**src/source/issue_pkg.sv**
```systemverilog
// Shared widths, opcodes and the buffer entry layout for the issue stage; import it where needed.
`default_nettype none

package issue_pkg;

	// Register data width in bits.
	localparam int DATA_W = 32;

	// Architectural register count and the index width that addresses it.
	localparam int REG_CNT = 8;
	localparam int REG_W = 3;

	// Issue buffer depth and the slot index width.
	localparam int IB_DEPTH = 8;
	localparam int IB_IDX_W = 3;

	// Each slot reads at most two registers and nine micro-ops can be in flight.
	// Five bits cover that with room to spare.
	localparam int READ_CNT_W = 5;

	// Opcodes of the integer ALU.
	typedef enum logic [2:0] {
		LI  = 3'd0,
		ADD = 3'd1,
		SUB = 3'd2,
		AND = 3'd3,
		OR  = 3'd4,
		XOR = 3'd5
	} alu_op_t;

	// Layout of one buffer entry, from the opcode in the top bits down to the immediate.
	typedef struct packed {
		alu_op_t           op;
		logic [REG_W-1:0]  rd;
		logic [REG_W-1:0]  rs1;
		logic [REG_W-1:0]  rs2;
		logic [DATA_W-1:0] imm;
	} issue_entry_t;

	// Packed entry width, 44 bits.
	localparam int ENTRY_W = $bits(issue_entry_t);

	// Only LI ignores its sources; every other opcode reads both rs1 and rs2.
	function automatic logic op_uses_src(input alu_op_t op);
		return op != LI;
	endfunction

endpackage

`default_nettype wire

```
**src/source/alu_execute.sv**
```systemverilog
// Output side: register file read, one-cycle ALU, and the registered writeback.
`default_nettype none

module alu_execute (
	input  wire logic                          CLK,
	input  wire logic                          rst_n,
	input  wire logic                          flush,
	input  wire logic                          iss_valid,
	input  wire issue_pkg::alu_op_t            iss_op,
	input  wire logic [issue_pkg::REG_W-1:0]   iss_rd,
	input  wire logic [issue_pkg::REG_W-1:0]   iss_rs1,
	input  wire logic [issue_pkg::REG_W-1:0]   iss_rs2,
	input  wire logic [issue_pkg::DATA_W-1:0]  iss_imm,
	output logic                               wb_valid,
	output logic      [issue_pkg::REG_W-1:0]   wb_rd,
	output logic      [issue_pkg::DATA_W-1:0]  wb_data
);

	import issue_pkg::*;

	logic [DATA_W-1:0] regfile [REG_CNT];
	logic [DATA_W-1:0] src1;
	logic [DATA_W-1:0] src2;
	logic [DATA_W-1:0] result;
	logic              commit;

	// Two combinational read ports, addressed straight from the issued entry.
	assign src1 = regfile[iss_rs1];
	assign src2 = regfile[iss_rs2];

	always_comb begin
		case (iss_op)
			LI:      result = iss_imm;
			ADD:     result = src1 + src2;
			SUB:     result = src1 - src2;
			AND:     result = src1 & src2;
			OR:      result = src1 | src2;
			XOR:     result = src1 ^ src2;
			default: result = '0;
		endcase
	end

	// A flush in the issue cycle kills the operation before it reaches any state.
	assign commit = iss_valid && !flush;

	// The register file updates at the same edge that raises wb_valid.
	// Flush leaves its contents alone.
	always_ff @(posedge CLK) begin
		if (!rst_n) begin
			for (int r = 0; r < REG_CNT; r++) begin
				regfile[r] <= '0;
			end
		end else if (commit) begin
			regfile[iss_rd] <= result;
		end
	end

	// wb_valid is a one-cycle pulse per executed micro-op.
	always_ff @(posedge CLK) begin
		if (!rst_n) begin
			wb_valid <= 1'b0;
		end else begin
			wb_valid <= commit;
		end
	end

	// Result and destination ride alongside wb_valid; they mean nothing while it is low.
	always_ff @(posedge CLK) begin
		if (commit) begin
			wb_rd   <= iss_rd;
			wb_data <= result;
		end
	end

endmodule

`default_nettype wire

```
**src/source/dispatch_stage.sv**
```systemverilog
// Input side of the issue stage: hazard stalls, scoreboard marking, and the dispatch register.
`default_nettype none

module dispatch_stage (
	input  wire logic                            CLK,
	input  wire logic                            rst_n,
	input  wire logic                            flush,
	input  wire logic                            in_valid,
	input  wire issue_pkg::alu_op_t              in_op,
	input  wire logic [issue_pkg::REG_W-1:0]     in_rd,
	input  wire logic [issue_pkg::REG_W-1:0]     in_rs1,
	input  wire logic [issue_pkg::REG_W-1:0]     in_rs2,
	input  wire logic [issue_pkg::DATA_W-1:0]    in_imm,
	output logic                                 in_ready,
	input  wire logic [issue_pkg::REG_CNT-1:0]   write_pending,
	input  wire logic [issue_pkg::REG_CNT-1:0]   read_pending,
	output logic                                 mark_valid,
	output logic      [issue_pkg::REG_W-1:0]     mark_rd,
	output logic      [issue_pkg::REG_W-1:0]     mark_rs1,
	output logic      [issue_pkg::REG_W-1:0]     mark_rs2,
	output logic                                 mark_uses_src,
	input  wire logic                            buffer_full,
	input  wire logic                            buffer_pop,
	output logic                                 buffer_push,
	output logic      [issue_pkg::ENTRY_W-1:0]   dispat_info
);

	import issue_pkg::*;

	logic         slot_valid_q;
	issue_entry_t slot_q;
	logic         slot_free;
	logic         accept;

	// The held micro-op leaves when a slot is free, or when select frees one this cycle.
	assign buffer_push = slot_valid_q && (!buffer_full || buffer_pop);
	assign dispat_info = slot_q;

	// The dispatch register can take a new micro-op if it is empty or draining now.
	assign slot_free = !slot_valid_q || buffer_push;

	// WAW stall when rd already has a writer in flight.
	// WAR stall when older micro-ops still have to read rd.
	// RAW is not checked here; the entry simply waits in the buffer.
	assign in_ready = slot_free && !write_pending[in_rd] && !read_pending[in_rd];
	assign accept = in_valid && in_ready;

	// Acceptance books the destination and the source reads in the scoreboard.
	assign mark_valid    = accept;
	assign mark_rd       = in_rd;
	assign mark_rs1      = in_rs1;
	assign mark_rs2      = in_rs2;
	assign mark_uses_src = op_uses_src(in_op);

	always_ff @(posedge CLK) begin
		if (!rst_n || flush) begin
			slot_valid_q <= 1'b0;
		end else if (accept) begin
			slot_valid_q <= 1'b1;
		end else if (buffer_push) begin
			slot_valid_q <= 1'b0;
		end
	end

	// The payload only loads on acceptance.
	always_ff @(posedge CLK) begin
		if (accept) begin
			slot_q.op  <= in_op;
			slot_q.rd  <= in_rd;
			slot_q.rs1 <= in_rs1;
			slot_q.rs2 <= in_rs2;
			slot_q.imm <= in_imm;
		end
	end

endmodule

`default_nettype wire

```
**src/source/issue_buffer.sv**
```systemverilog
// Issue buffer of DP slots of DW bits each; pushes into a free slot and pops by index.
`default_nettype none

module issue_buffer #(
	parameter int DW = 100,
	parameter int DP = 8
) (
	input  wire logic                  CLK,
	input  wire logic                  rst_n,
	input  wire logic                  flush,
	input  wire logic [DW-1:0]         dispat_info,
	input  wire logic                  buffer_push,
	output logic                       buffer_full,
	input  wire logic                  buffer_pop,
	input  wire logic [$clog2(DP)-1:0] pop_index,
	output logic      [DW*DP-1:0]      issue_info_qout,
	output logic      [DP-1:0]         buffer_malloc_qout
);

	logic [DW-1:0]         slot_q [DP];
	logic [DP-1:0]         valid_q;
	logic [DP-1:0]         valid_d;
	logic [$clog2(DP)-1:0] free_index;
	logic                  has_free;
	logic [$clog2(DP)-1:0] push_index;
	logic [DP-1:0]         push_mask;
	logic [DP-1:0]         pop_mask;

	// Search the inverted valid bits for the lowest empty slot.
	priority_pick #(
		.WIDTH(DP)
	) free_pick (
		.req(~valid_q),
		.pos(free_index),
		.any(has_free)
	);

	assign buffer_full = !has_free;

	// On push and pop together the new entry reuses the slot that is leaving.
	// That keeps a push possible while the buffer is full.
	assign push_index = (buffer_push && buffer_pop) ? pop_index : free_index;

	assign push_mask = buffer_push ? (DP'(1) << push_index) : '0;
	assign pop_mask  = buffer_pop ? (DP'(1) << pop_index) : '0;

	// Clear the popped bit first, then set the pushed one, so a shared slot stays valid.
	assign valid_d = (valid_q & ~pop_mask) | push_mask;

	always_ff @(posedge CLK) begin
		if (!rst_n || flush) begin
			valid_q <= '0;
		end else begin
			valid_q <= valid_d;
		end
	end

	// Entry payload only moves on a push.
	always_ff @(posedge CLK) begin
		if (buffer_push) begin
			slot_q[push_index] <= dispat_info;
		end
	end

	// Flatten the slots for the select logic, slot 0 in the lowest bits.
	always_comb begin
		for (int i = 0; i < DP; i++) begin
			issue_info_qout[DW*i +: DW] = slot_q[i];
		end
	end

	assign buffer_malloc_qout = valid_q;

endmodule

`default_nettype wire

```
**src/source/issue_select.sv**
```systemverilog
// Wakeup and select: finds ready buffer entries and pops the lowest-index one for execution.
`default_nettype none

module issue_select (
	input  wire logic [issue_pkg::ENTRY_W*issue_pkg::IB_DEPTH-1:0] issue_info_qout,
	input  wire logic [issue_pkg::IB_DEPTH-1:0]                    buffer_malloc_qout,
	input  wire logic [issue_pkg::REG_CNT-1:0]                     write_pending,
	output logic                                                   buffer_pop,
	output logic      [issue_pkg::IB_IDX_W-1:0]                    pop_index,
	output logic                                                   iss_valid,
	output issue_pkg::alu_op_t                                     iss_op,
	output logic      [issue_pkg::REG_W-1:0]                       iss_rd,
	output logic      [issue_pkg::REG_W-1:0]                       iss_rs1,
	output logic      [issue_pkg::REG_W-1:0]                       iss_rs2,
	output logic      [issue_pkg::DATA_W-1:0]                      iss_imm,
	output logic                                                   iss_uses_src
);

	import issue_pkg::*;

	issue_entry_t      entries [IB_DEPTH];
	logic [IB_DEPTH-1:0] ready;
	issue_entry_t      picked;
	logic              any_ready;

	// An entry is ready when it holds a micro-op and none of its used sources
	// still waits for a writer.
	always_comb begin
		for (int i = 0; i < IB_DEPTH; i++) begin
			entries[i] = issue_entry_t'(issue_info_qout[ENTRY_W*i +: ENTRY_W]);
			ready[i] = buffer_malloc_qout[i];
			if (op_uses_src(entries[i].op)) begin
				ready[i] = ready[i] && !write_pending[entries[i].rs1]
					&& !write_pending[entries[i].rs2];
			end
		end
	end

	// Lower slot index wins; this is not program order once slots get reused.
	priority_pick #(
		.WIDTH(IB_DEPTH)
	) ready_pick (
		.req(ready),
		.pos(pop_index),
		.any(any_ready)
	);

	// The pop and the issue happen in the same cycle, nothing is registered here.
	assign buffer_pop = any_ready;
	assign iss_valid  = any_ready;

	assign picked = entries[pop_index];

	assign iss_op       = picked.op;
	assign iss_rd       = picked.rd;
	assign iss_rs1      = picked.rs1;
	assign iss_rs2      = picked.rs2;
	assign iss_imm      = picked.imm;
	assign iss_uses_src = op_uses_src(picked.op);

endmodule

`default_nettype wire

```
**src/source/issue_top.sv**
```systemverilog
// Top level of the out-of-order issue stage; instantiate this to drive micro-ops in and watch writebacks.
`default_nettype none

module issue_top (
	input  wire logic                          CLK,
	input  wire logic                          rst_n,
	input  wire logic                          flush,
	input  wire logic                          in_valid,
	input  wire issue_pkg::alu_op_t            in_op,
	input  wire logic [issue_pkg::REG_W-1:0]   in_rd,
	input  wire logic [issue_pkg::REG_W-1:0]   in_rs1,
	input  wire logic [issue_pkg::REG_W-1:0]   in_rs2,
	input  wire logic [issue_pkg::DATA_W-1:0]  in_imm,
	output logic                               in_ready,
	output logic                               wb_valid,
	output logic      [issue_pkg::REG_W-1:0]   wb_rd,
	output logic      [issue_pkg::DATA_W-1:0]  wb_data
);

	import issue_pkg::*;

	// Scoreboard state and the bookings made at dispatch.
	logic [REG_CNT-1:0] write_pending;
	logic [REG_CNT-1:0] read_pending;
	logic               mark_valid;
	logic [REG_W-1:0]   mark_rd;
	logic [REG_W-1:0]   mark_rs1;
	logic [REG_W-1:0]   mark_rs2;
	logic               mark_uses_src;

	// Buffer handshakes.
	logic                        buffer_push;
	logic                        buffer_full;
	logic                        buffer_pop;
	logic [IB_IDX_W-1:0]         pop_index;
	logic [ENTRY_W-1:0]          dispat_info;
	logic [ENTRY_W*IB_DEPTH-1:0] issue_info_qout;
	logic [IB_DEPTH-1:0]         buffer_malloc_qout;

	// The issued micro-op.
	logic              iss_valid;
	alu_op_t           iss_op;
	logic [REG_W-1:0]  iss_rd;
	logic [REG_W-1:0]  iss_rs1;
	logic [REG_W-1:0]  iss_rs2;
	logic [DATA_W-1:0] iss_imm;
	logic              iss_uses_src;

	dispatch_stage dispatch_stage_inst (.*);

	register_scoreboard register_scoreboard_inst (.*);

	issue_buffer #(
		.DW(ENTRY_W),
		.DP(IB_DEPTH)
	) issue_buffer_inst (.*);

	issue_select issue_select_inst (.*);

	alu_execute alu_execute_inst (.*);

endmodule

`default_nettype wire

```
**src/source/priority_pick.sv**
```systemverilog
// Lowest-set-bit priority encoder, instantiated for free-slot search and for ready-entry select.
`default_nettype none

module priority_pick #(
	parameter int WIDTH = 8,
	localparam int POS_W = (WIDTH > 1) ? $clog2(WIDTH) : 1
) (
	input  wire logic [WIDTH-1:0] req,
	output logic [POS_W-1:0]      pos,
	output logic                  any
);

	// Any set bit means the encoded position is meaningful.
	assign any = |req;

	// Scan from the top down so the lowest set bit is the last one to write pos.
	// With no bit set the position stays at zero.
	always_comb begin
		pos = '0;
		for (int i = WIDTH - 1; i >= 0; i--) begin
			if (req[i]) begin
				pos = POS_W'(i);
			end
		end
	end

endmodule

`default_nettype wire

```
**src/source/register_scoreboard.sv**
```systemverilog
// Per-register pending-write bits and pending-read counters, consulted by dispatch and select.
`default_nettype none

module register_scoreboard (
	input  wire logic                             CLK,
	input  wire logic                             rst_n,
	input  wire logic                             flush,
	input  wire logic                             mark_valid,
	input  wire logic [issue_pkg::REG_W-1:0]      mark_rd,
	input  wire logic [issue_pkg::REG_W-1:0]      mark_rs1,
	input  wire logic [issue_pkg::REG_W-1:0]      mark_rs2,
	input  wire logic                             mark_uses_src,
	input  wire logic                             iss_valid,
	input  wire logic [issue_pkg::REG_W-1:0]      iss_rs1,
	input  wire logic [issue_pkg::REG_W-1:0]      iss_rs2,
	input  wire logic                             iss_uses_src,
	input  wire logic                             wb_valid,
	input  wire logic [issue_pkg::REG_W-1:0]      wb_rd,
	output logic      [issue_pkg::REG_CNT-1:0]    write_pending,
	output logic      [issue_pkg::REG_CNT-1:0]    read_pending
);

	import issue_pkg::*;

	logic [REG_CNT-1:0]    wr_pend_q;
	logic [REG_CNT-1:0]    wr_set;
	logic [REG_CNT-1:0]    wr_clr;
	logic [READ_CNT_W-1:0] rd_cnt_q [REG_CNT];
	logic [READ_CNT_W-1:0] rd_cnt_d [REG_CNT];

	// The register file is written at the edge where wb_valid rises, so the pending
	// view drops the written register right away and a consumer can issue this cycle.
	assign write_pending = wr_pend_q & ~wr_clr;

	always_comb begin
		for (int r = 0; r < REG_CNT; r++) begin
			wr_set[r] = mark_valid && (mark_rd == REG_W'(r));
			wr_clr[r] = wb_valid && (wb_rd == REG_W'(r));
			// Mark and issue can touch the same counter in one cycle, and rs1 may equal
			// rs2, so both sides contribute up to two and the sum is applied at once.
			rd_cnt_d[r] = rd_cnt_q[r];
			if (mark_valid && mark_uses_src) begin
				rd_cnt_d[r] = rd_cnt_d[r] + READ_CNT_W'(mark_rs1 == REG_W'(r))
					+ READ_CNT_W'(mark_rs2 == REG_W'(r));
			end
			if (iss_valid && iss_uses_src) begin
				rd_cnt_d[r] = rd_cnt_d[r] - READ_CNT_W'(iss_rs1 == REG_W'(r))
					- READ_CNT_W'(iss_rs2 == REG_W'(r));
			end
			read_pending[r] = |rd_cnt_q[r];
		end
	end

	// A new writer accepted while the old result lands keeps its bit, so set wins over clear.
	always_ff @(posedge CLK) begin
		if (!rst_n || flush) begin
			wr_pend_q <= '0;
			for (int r = 0; r < REG_CNT; r++) begin
				rd_cnt_q[r] <= '0;
			end
		end else begin
			wr_pend_q <= (wr_pend_q & ~wr_clr) | wr_set;
			rd_cnt_q  <= rd_cnt_d;
		end
	end

endmodule

`default_nettype wire

```
**config.mk**
```make
export PLATFORM = sky130hd
export DESIGN_NAME = issue_top
export DESIGN_NICKNAME = d
export VERILOG_FILES = /design/src/source/issue_pkg.sv /design/src/source/alu_execute.sv /design/src/source/dispatch_stage.sv /design/src/source/issue_buffer.sv /design/src/source/issue_select.sv /design/src/source/issue_top.sv /design/src/source/priority_pick.sv /design/src/source/register_scoreboard.sv
export SDC_FILE = /design/constraint.sdc
export NUM_CORES = 1
export LEC_CHECK = 0
export BUFFER_PORTS_ARGS = -buffer_cell sky130_fd_sc_hd__buf_2
export CAP_MARGIN = 20
export CORE_MARGIN = 3
export CORE_UTILIZATION = 45
export CTS_CLUSTER_DIAMETER = 80
export CTS_CLUSTER_SIZE = 12
export DETAILED_ROUTE_END_ITERATION = 16
export SLEW_MARGIN = 30
export SYNTH_ARGS = -nofsm -noshare
export SYNTH_HDL_FRONTEND = slang
export SYNTH_SLANG_ARGS = --single-unit
```
**constraint.sdc**
```tcl
create_clock -name CLK -period 11.8 [get_ports CLK]
set_input_delay 2.36 -clock CLK [delete_from_list [all_inputs] [get_ports CLK]]
set_output_delay 2.36 -clock CLK [all_outputs]
set_load 0.05 [all_outputs]
```
### After elaboration in Yosys (flattened, before gate mapping)

Memories as Yosys holds them, arrays and structs flattened.
Index checks and enable logic that the tools add are counted.

* register bits after elaboration: 137
* memory bits (writable): 608
* bits of input ports: 48
* output and inout port bits: 37
* logic and storage cells: 320
* memories kept: 2

* add/sub/neg operators: 34
* order comparisons: 18
* equality and inequality tests: 47
* shift operators: 2
* mux-type cells: 94
* bitwise gates (word level): 11
* reduce and logical (&&, ||, !) cells: 93

Memories
* issue_buffer_inst.slot_q: words 8, bits a word 44, read ports 8, clocked after Yosys merged registers in 0, write ports 1, line issue_buffer.sv:20 `logic [DW-1:0] slot_q [DP];`
* alu_execute_inst.regfile: words 8, bits a word 32, read ports 2, clocked after Yosys merged registers in 0, write ports 8, line alu_execute.sv:21 `logic [DATA_W-1:0] regfile [REG_CNT];`

Operator list (count)
* case mux 32 bit (6 select lines): 1
* binary-select mux 44 bit (select 3 bit): 1
* 2-to-1 mux 44 bit: 2
* adder 5 x 1 -> 5 bit: 16
* 2-to-1 mux 5 bit: 16
* subtractor 5 x 1 -> 5 bit: 16
* == test 3 bit, second input constant: 26
* < comparator 3 x 4 -> 1 bit, second input constant: 17
* binary-select mux 1 bit (select 3 bit): 18
* 2-to-1 mux 3 bit: 18
* == test 3 x 2 -> 1 bit, second input constant: 14
* logical AND 1 bit: 40
* OR reduction 5 bit: 8
* 2-to-1 mux 1 bit: 35
* adder 32 bit: 1
* AND 32 bit: 1
* 2-to-1 mux 32 bit: 1
* OR 32 bit: 1
* OR reduction 32 bit: 1
* subtractor 32 bit: 1
* bitwise XOR 32 bit: 1
* nonzero test 3 bit: 10
* inverter 8 bit: 3
* == test 3 x 1 -> 1 bit, second input constant: 7
* 11 further kinds: 44

### Logic depth before layout (Yosys ltp)

Gate-level depths: netlist (run 1).

* depth in word-level cells: 26
* mapped depth: 39
* gate-level depth less buffers: 34

### Cells and area by module

From an unflattened synthesis (run 1), not the netlist that was laid out.

* cell total of the unflattened synthesis: 2756
* area, all modules: 38705.9 µm²

By module, submodules not included
* alu_execute: times used 1, cells an instance 1541, area an instance 18383.9 µm², sequential area each 8758.4 µm²
* issue_buffer: times used 1, cells an instance 428, area an instance 11154.4 µm², sequential area each 10730.3 µm²
* register_scoreboard: times used 1, cells an instance 445, area an instance 3783.6 µm², sequential area each 960.9 µm²
* issue_select: times used 1, cells an instance 239, area an instance 3647.2 µm², sequential area each 0.0 µm²
* dispatch_stage: times used 1, cells an instance 77, area an instance 1574.0 µm², sequential area each 1341.3 µm²
* priority_pick: times used 2, cells an instance 13, area an instance 81.3 µm², sequential area each 0.0 µm²

### Worst setup path after synthesis (run 1)

OpenSTA, ideal clock, no wires.

* path kind: reg2reg
* from: reg alu_execute_inst.wb_rd[2] in the netlist's numbering
* to: mem alu_execute_inst.regfile[0][30], data pin
* library setup time: 0.286 ns
* arrival: 8.645 ns
* data required time: 11.514 ns
* slack: 2.870 ns
* cell stages (with the launch flop): 36
* buffers on the path: 4
* period minus slack after synthesis: 8.930 ns
* cells stage by stage: edfxtp_1 -> nor4b_4 -> buf_6 -> o32ai_1 -> mux4_2 -> o32ai_4 -> a2bb2oi_1 -> o31ai_1 -> and2b_1 -> buf_4 -> mux4_2 -> a21oi_1 -> clkbuf_1 -> buf_1 -> o211ai_1 -> a31oi_1 -> ha_1 -> inv_1 -> fa_1 -> a21o_1 -> a21oi_1 -> o21bai_1 -> a21oi_1 -> o21bai_1 -> a21oi_1 -> o21ai_0 -> a21oi_1 -> o21ai_0 -> a221oi_1 -> a21oi_1 -> a21oi_1 -> a21o_1 -> o21ai_0 -> xnor2_1 -> a221oi_1 -> nor2_1

RTL lines
* start: declaration: line alu_execute.sv:15 `output logic [issue_pkg::REG_W-1:0] wb_rd,`
* start signal: assignment: line alu_execute.sv:70 `wb_rd <= iss_rd;`
* end: declaration: line alu_execute.sv:21

==> results of run 1 <==
==> power groups by stage <==
stage | clock (W) | combinational, W | sequential [W]
after floorplan | 0 | 0.000360 | 0.00303
after global placement | 0 | 0.000543 | 0.00305
after detailed placement | 0 | 0.000548 | 0.00305
after CTS | 0.00227 | 0.000551 | 0.00299
after global routing | 0.00237 | 0.000606 | 0.00300
final | 0.00222 | 0.000556 | 0.00299
==> per-layer routing <==
metal / up-vias / GRT usage, % / share of wire [%]
met5: - / 0 / 0
met4: 0 / 10.11 / 3.9
met3: 266 / 4.216 / 7.9
met2: 1353 / 41.22 / 45
met1: 14730 / 37.73 / 43
li1: 13560 / - / -
==> sequential cells by signal, summed over array words and instances (netlist names), 3 cells and up <==
name / flops
alu_execute_inst.wb_rd: 3
issue_buffer_inst.slot_q: 352
register_scoreboard_inst.rd_cnt_q: 40
register_scoreboard_inst.wr_pend_q: 8
alu_execute_inst.wb_data: 32
alu_execute_inst.regfile: 256
dispatch_stage_inst.dispat_info: 44
issue_buffer_inst.buffer_malloc_qout: 8
==> layout make-up <==
cell class	instances	area share [%]
Sequential cell	745	50.04
Multi-Input combinational cell	2575	37.65
Clock buffer	89	4.480
Tap cell	1155	3.319
Timing Repair Buffer	183	2.701
Inverter	155	1.336
Clock inverter	12	0.4741
==> cell usage in the layout (no fill, tap or decap), types with 14 or more instances in the layout <==
cell type / n
nand2_1: 737
dfxtp_1: 58
mux2i_1: 111
mux2_2: 14
nand4_1: 48
nor2_1: 319
and3_1: 77
nor3_1: 25
o22ai_1: 52
inv_1: 149
mux4_2: 18
xor2_1: 34
o2111ai_1: 29
or3_1: 16
ha_1: 112
nand2b_1: 44
xnor2_1: 71
a221oi_1: 20
a311oi_1: 81
fa_1: 17
a211oi_1: 50
nand3_1: 203
buf_2: 84
a21oi_1: 55
a31oi_1: 51
o21ai_0: 39
o211ai_1: 19
buf_4: 98
edfxtp_1: 687
nor2b_1: 56
a22o_1: 21
o32ai_1: 36
clkbuf_16: 76
==> through the flow <==
| stage | total power (W) | setup slack [ps] | util [%] | cell area [um^2] | hold WS (ps) |
|---|---|---|---|---|---|
| floorplan | 0.003392 | 2870 | - | 39740 | 488.5 |
| global placement | 0.003591 | 1499 | 47.43 | 41340 | 562.6 |
| detailed placement | 0.003597 | 1337 | 47.46 | 41370 | 554.1 |
| CTS | 0.005810 | 1306 | 49.94 | 43520 | 563.8 |
| global route | 0.005973 | 263.6 | 49.96 | 43540 | 593.2 |
| finish | 0.005771 | 1067 | 49.96 | 43540 | 567.7 |
==> worst reg2reg max path, delay by kind of cell, from the launching register on <==
| kind | cells | cell delay [ps] |
|---|---|---|
| buffers and inverters | 2 | 690 |
| xor gates and xnor gates | 1 | 150 |
| AOI/OAI and AO/OA | 14 | 4580 |
| DFF | 1 | 510 |
| muxes | 1 | 510 |
| and+or+nand+nor | 11 | 3690 |
| adders and majority gates | 1 | 350 |
==> worst paths after layout <==
check             cells past startpoint                                       to  slack (ps)
hold / removal                        2  issue_buffer_inst.buffer_malloc_qout[4]         570
setup reg to reg                     30          alu_execute_inst.regfile[3][31]        1070
hold reg to reg                       2  issue_buffer_inst.buffer_malloc_qout[4]         570
setup / recovery                     30          alu_execute_inst.regfile[3][31]        1070
==> kinds of logic (layout without fill, tap and decap cells) <==
| family | Yosys count | count (layout) |
|---|---|---|
| muxes | 147 | 147 |
| xor gates and xnor gates | 105 | 105 |
| AOI/OAI and AO/OA | 566 | 566 |
| adders and majority gates | 129 | 129 |
| and+or+nand+nor | 1628 | 1628 |
| DFF | 745 | 745 |
| buffers and inverters | 426 | 439 |
==> summary.md, run 1 <==
| Metric | Value |
|---|---|
| Max Buffers Root-to-Sink | `3` |
| Setup TNS | `0 ps` |
| Hold Path Class | `reg2reg` |
| Area contributors post-synth | `edfxtp_1 (52%), nand2_1 (7.1%), ha_1 (3.5%)` |
| Slew Viols, Final | `0` |
| Fin nets | `about 3900` |
| Crit start category | `flip-flop` |
| Area share of fa/ha/maj cells after synthesis | `approximately 4.4%` |
| CTS root buf | `clkbuf_16` |
| Largest area contributor in the netlist | `edfxtp_1` |
| Mapped Nets | `3923` |
| Clock-pin slew on the worst setup and hold paths | `60 ps` |
| Top-count cell post-synth | `nand2_1` |
| Critical Path AT | `11090 ps` |
| Largest family of logic cells by synthesized area | `simple AND/OR/NAND/NOR gates` |
| Post-synth EDFFs | `687` |
| Max_slew headroom | `32.05%` |
| Hold Violations, Final | `0` |
| Synth Area in Compound Gates | `11.06%` |
| 1st-iter DRT viols | `3601` |
| Critical path class | `reg2reg` |
| Post-layout min period | `10730 ps` |
| Gate power share | `a little under a tenth` |
| Pin count of the biggest net entering global routing | `73` |
| Gr ovfl total | `0` |
| Worst IR Drop VDD | `0.1415 mV` |
| Status | `finished, final reports clean` |
| Ys Warns | `0` |
| Register area | `21790 um^2` |
| PostCTS Resize Cnt | `0` |
| NetSw | `0.001452 W` |
| Final ANT Viol Nets | `0` |
| RSZ-0062 raised after global routing | `false` |
| Routed len/inst | `24.99 um` |
| Worst path required time | `approximately 12000 ps` |
| Synth top cells by count | `nand2_1 (748), edfxtp_1 (687), nor2_1 (320), nand3_1 (205), clkbuf_1 (167)` |
| Most used cell, CP | `and3_1` |
| CP startpoint | `alu_execute_inst.wb_rd[0]` |
| Async set or reset register ratio after synthesis | `0%` |
| Gate Count Post-Synth | `3746` |
| Sw Share | `around a quarter` |
| Unique masters post-synth | `99` |
| Die area | `roughly 92000 um^2` |
| Crit path largest cell delay | `870 ps` |
| Port Buffers | `84` |
| PwrDens | `about 130 nW/um^2` |
| Power Internal | `about 0.0043 W` |
| Die Span Y | `303.2 um` |
| CP delay by family, top | `compound AO/OA/AOI/OAI gates` |
| Io pins | `85` |
| Final Non-Filler Cells | `around 5000` |
| DRC viols | `0` |
| Worst hold start | `issue_buffer_inst.buffer_malloc_qout[4]` |
| LEAKAGE | `15.88 nW` |
| Post-CTS Setup Bufs | `0` |
| Via Count | `29910` |
| Area delta synth->final | `9.575%` |
| Clock Sinks | `approximately 750` |
| Critical path fanouts, max | `27` |
| Yosys reg bits | `745` |
| Mux share of post-synthesis cell area | `around 4.3%` |
| Post-Synth Simple-Gate Area | `18.63%` |
| XOR/XNOR Fraction of Synth Area | `approximately 2.3%` |
| CTS tree | `done` |
| Clock power share | `38.5%` |
| First drt pass iteration count | `7` |
| Vias per Instance | `6.086` |
| Layout fillers | `approximately 7800` |
| Vias in the first global route | `28740` |
| Post-Syn Area | `39740 um^2` |
| Max Cap Viol | `0` |
| CP endpoint kind | `flip-flop` |
| Sequential share of the synthesized area | `between 50% and 60%` |
| FF-to-FF Start | `alu_execute_inst.wb_rd[0]` |
| Gr usage total | `26.59%` |
| Crit-path slowest cell | `and4b_1` |
| Multi-input logic area | `around 16000 um^2` |
| Global-route wire length before repair | `183900 um` |
| Syn avg cell area | `10.61 um^2` |
| Ys flop type | `edfxtp_1` |
| Actual slew at the worst max-slew pin | `1012 ps` |
| Seq pwr share | `51.9%` |
| CTS H-tree depth | `3` |
| Crit path buffers/inverters | `2` |
| Final setup viols | `0` |
| Initial antenna violation count | `1` |
| Layout cells sized above 1 | `10.56%` |
| Period Utilization, post-route | `90.96%` |
| Initial Util | `a little under half` |
| Total CTS buffers | `75` |
| Std cell rows | `around 110` |
| Skew final | `28.50 ps` |
| Core area | `87160 um^2` |
| DPL Wire Length | `76270 um` |
| Clock Latency Late Sink | `650 ps` |
| Placed Instances | `4813` |
| Fmax | `slightly above 0.09 GHz` |
| GP Congestion | `0.9382` |
| Final wirelength | `about 120000 um` |
| Cts hold-fix bufs | `0` |
| Ant diodes | `0` |
| Post-synth top area share | `51.91%` |
| Die width | `roughly 300 um` |
No activity file was read; power rests on OpenSTA's default activity.
==> run 2, diff against run 1 <==
- CORE_ASPECT_RATIO: unset -> 1.2
- REMOVE_ABC_BUFFERS: unset -> 1
==> run 2 against run 1 <==
Largest cell class unchanged. Critical endpoint is now alu_execute_inst.regfile[7][31]. Register-to-register slack barely moved. Largest power group unchanged. Highest routed layer unchanged. Clock skew rose by 2.5 ps. Sequential cell count did not move.
==> summary.md, run 2 (synthesis gave the netlist of run 1 again) <==
| Metric | Value |
|---|---|
| Max Buffers Root-to-Sink | `3 (unchanged)` |
| Ant diodes | `0 (unchanged)` |
| Hold Violations, Final | `0 (unchanged)` |
| Most common cell after layout, fill and taps aside | `nand2_1` |
| Post-layout min period | `10740 ps (+2.950 ps)` |
| Crit path largest cell delay | `830 ps (-40 ps)` |
| Slew Viols, Final | `0 (unchanged)` |
| Die width | `277.3 um (-8.5%)` |
| Status | `finished, final reports clean` |
| Final ANT Viol Nets | `0 (unchanged)` |
| PwrDens | `131.5 nW/um^2 (-0.79%)` |
| Port Buffers | `84 (unchanged)` |
| Critical Path AT | `11110 ps (+20 ps)` |
| DRC viols | `0 (unchanged)` |
| Die area | `91930 um^2 (about the same)` |
| CTS H-tree depth | `3 (unchanged)` |
| Via Count | `29670 (-0.80%)` |
| Initial antenna violation count | `0 (-1)` |
| Fmax | `0.09314 GHz (about the same)` |
| Core area | `86960 um^2 (-0.23%)` |
| Fin util | `50.03% (+0.067 points)` |
| Skew final | `30.99 ps (+2.492 ps)` |
| Max FFs per register | `352 (unchanged)` |
| GP Congestion | `0.9611 (+2.4%)` |
| Crit-path slowest cell | `and4b_1` |
| Global-route wire length before repair | `181900 um (-1.1%)` |
| Actual slew at the worst max-slew pin | `1122 ps (+109.6 ps)` |
| Die Span Y | `331.5 um (+9.4%)` |
| Period Utilization, post-route | `90.99% (about the same)` |
| Crit path buffers/inverters | `3 (+1)` |
| Critical path fanouts, max | `27 (unchanged)` |
| Worst IR Drop VDD | `0.1059 mV (-25%)` |
| Pin count of the biggest net entering global routing | `83 (+14%)` |
| Max_slew headroom | `24.69% (-7.4 points)` |
| Io pins | `85 (unchanged)` |
| Post-CTS Setup Bufs | `0 (unchanged)` |
| Layout cells sized above 1 | `10.48% (-0.083 points)` |
| CP endpoint kind | `flip-flop` |
| Gr ovfl total | `0 (unchanged)` |
| First drt pass iteration count | `6 (-1)` |
| Fin nets | `3910 (-0.051%)` |
| Std cell rows | `118 (+9.3%)` |
| Clock-pin slew on the worst setup and hold paths | `60 ps (about the same)` |
| Cts hold-fix bufs | `0 (unchanged)` |
| Final setup viols | `0 (unchanged)` |
| Routed len/inst | `24.72 um (-1.1%)` |
| Clock Sinks | `745 (unchanged)` |
| CTS tree | `done` |
| Initial Util | `45.70% (+0.10 points)` |
| Commonest non-fill, non-tap cells in the layout | `nand2_1 (736), edfxtp_1 (687), nor2_1 (319)` |
| 1st-iter DRT viols | `3065 (-15%)` |
| Largest reg by FF count | `issue_buffer_inst.slot_q` |
| Worst path required time | `12180 ps (+20 ps)` |
| Gr usage total | `25.79% (-0.81 points)` |
| Critical path class | `reg2reg` |
| LEAKAGE | `15.86 nW (-0.11%)` |
| CTS root buf | `clkbuf_16` |
| Crit start category | `flip-flop` |
| DPL Wire Length | `75290 um (-1.3%)` |
| Vias in the first global route | `28850 (+0.37%)` |
| Max Cap Viol | `0 (unchanged)` |
| PostCTS Resize Cnt | `0 (unchanged)` |
| Vias per Instance | `6.055 (-0.52%)` |
| Area delta synth->final | `9.474% (about the same)` |
| CP delay by family, top | `compound AO/OA/AOI/OAI gates` |
| Total power | `0.005720 W (-0.88%)` |
| Final wirelength | `121100 um (-1.4%)` |
| Clock Latency Late Sink | `650 ps (about the same)` |
| Dpl ws | `1033 ps (-303.6 ps)` |
| Hold Path Class | `reg2reg` |
| Hold slack | `561.6 ps (-6.040 ps)` |
| Final WS setup | `1064 ps (-2.950 ps)` |
| Total CTS buffers | `74 (-1.3%)` |
| RSZ-0062 raised after global routing | `false` |
## run 2: cell types whose count changed in the layout (fill, tap and decap cells not counted), sizes merged
cell,delta
clkbuf,+3
buf,-2
inv,-2
clkdlybuf4s18,+1
clkinvlp,+1
## run 2: final cells by class
class	instances	area, um^2
Sequential cell	745	21790
Multi-Input combinational cell	2575	16390
Tap cell	1140	1426
Fill cell	7741	43460
Timing Repair Buffer	182	1204
Inverter	155	581.8
Clock buffer	92	1951
Clock inverter	11	163.9
## run 2: per-stage QoR
stage          area (um^2)  TNS, ps  std cells
6_report             43500        0       4900
5_1_grt              43500        0       4900
4_1_cts              43480        0       4899
3_5_place_dp         41370        0       4796
3_3_place_gp         41300        0       4792
2_1_floorplan        38560  -734450       3475
## run 2: where the power goes
part	internal (W)	leakage, nW	switching, W
Combinational	0.000191	7.83	0.000357
Sequential	0.00295	7.02	0.0000460
Clock	0.00117	1.02	0.00101
Total	0.00431	15.9	0.00141
## run 2: tightest hold or removal path, stage by stage, from the launching register on
cell and delay, ps:
dfxtp_1 360, o21ai_0 90, a21oi_1 60
## run 2: worst paths after layout
kind	from	to	slack [ps]	cells past startpoint
hold / removal	issue_buffer_inst.buffer_malloc_qout[4]	issue_buffer_inst.buffer_malloc_qout[4]	560	2
hold reg to reg	issue_buffer_inst.buffer_malloc_qout[4]	issue_buffer_inst.buffer_malloc_qout[4]	560	2
setup / recovery	alu_execute_inst.wb_rd[0]	alu_execute_inst.regfile[7][31]	1060	31
setup reg to reg	alu_execute_inst.wb_rd[0]	alu_execute_inst.regfile[7][31]	1060	31
## run 2: layer usage
layer,wire [um],vias to the layer above,GRT usage (%)
met5,0,-,0
met3,8619,271,4.031
met1,50680,14650,34.72
met2,57810,1174,42.37
met4,4006,0,9.213
li1,-,13580,-
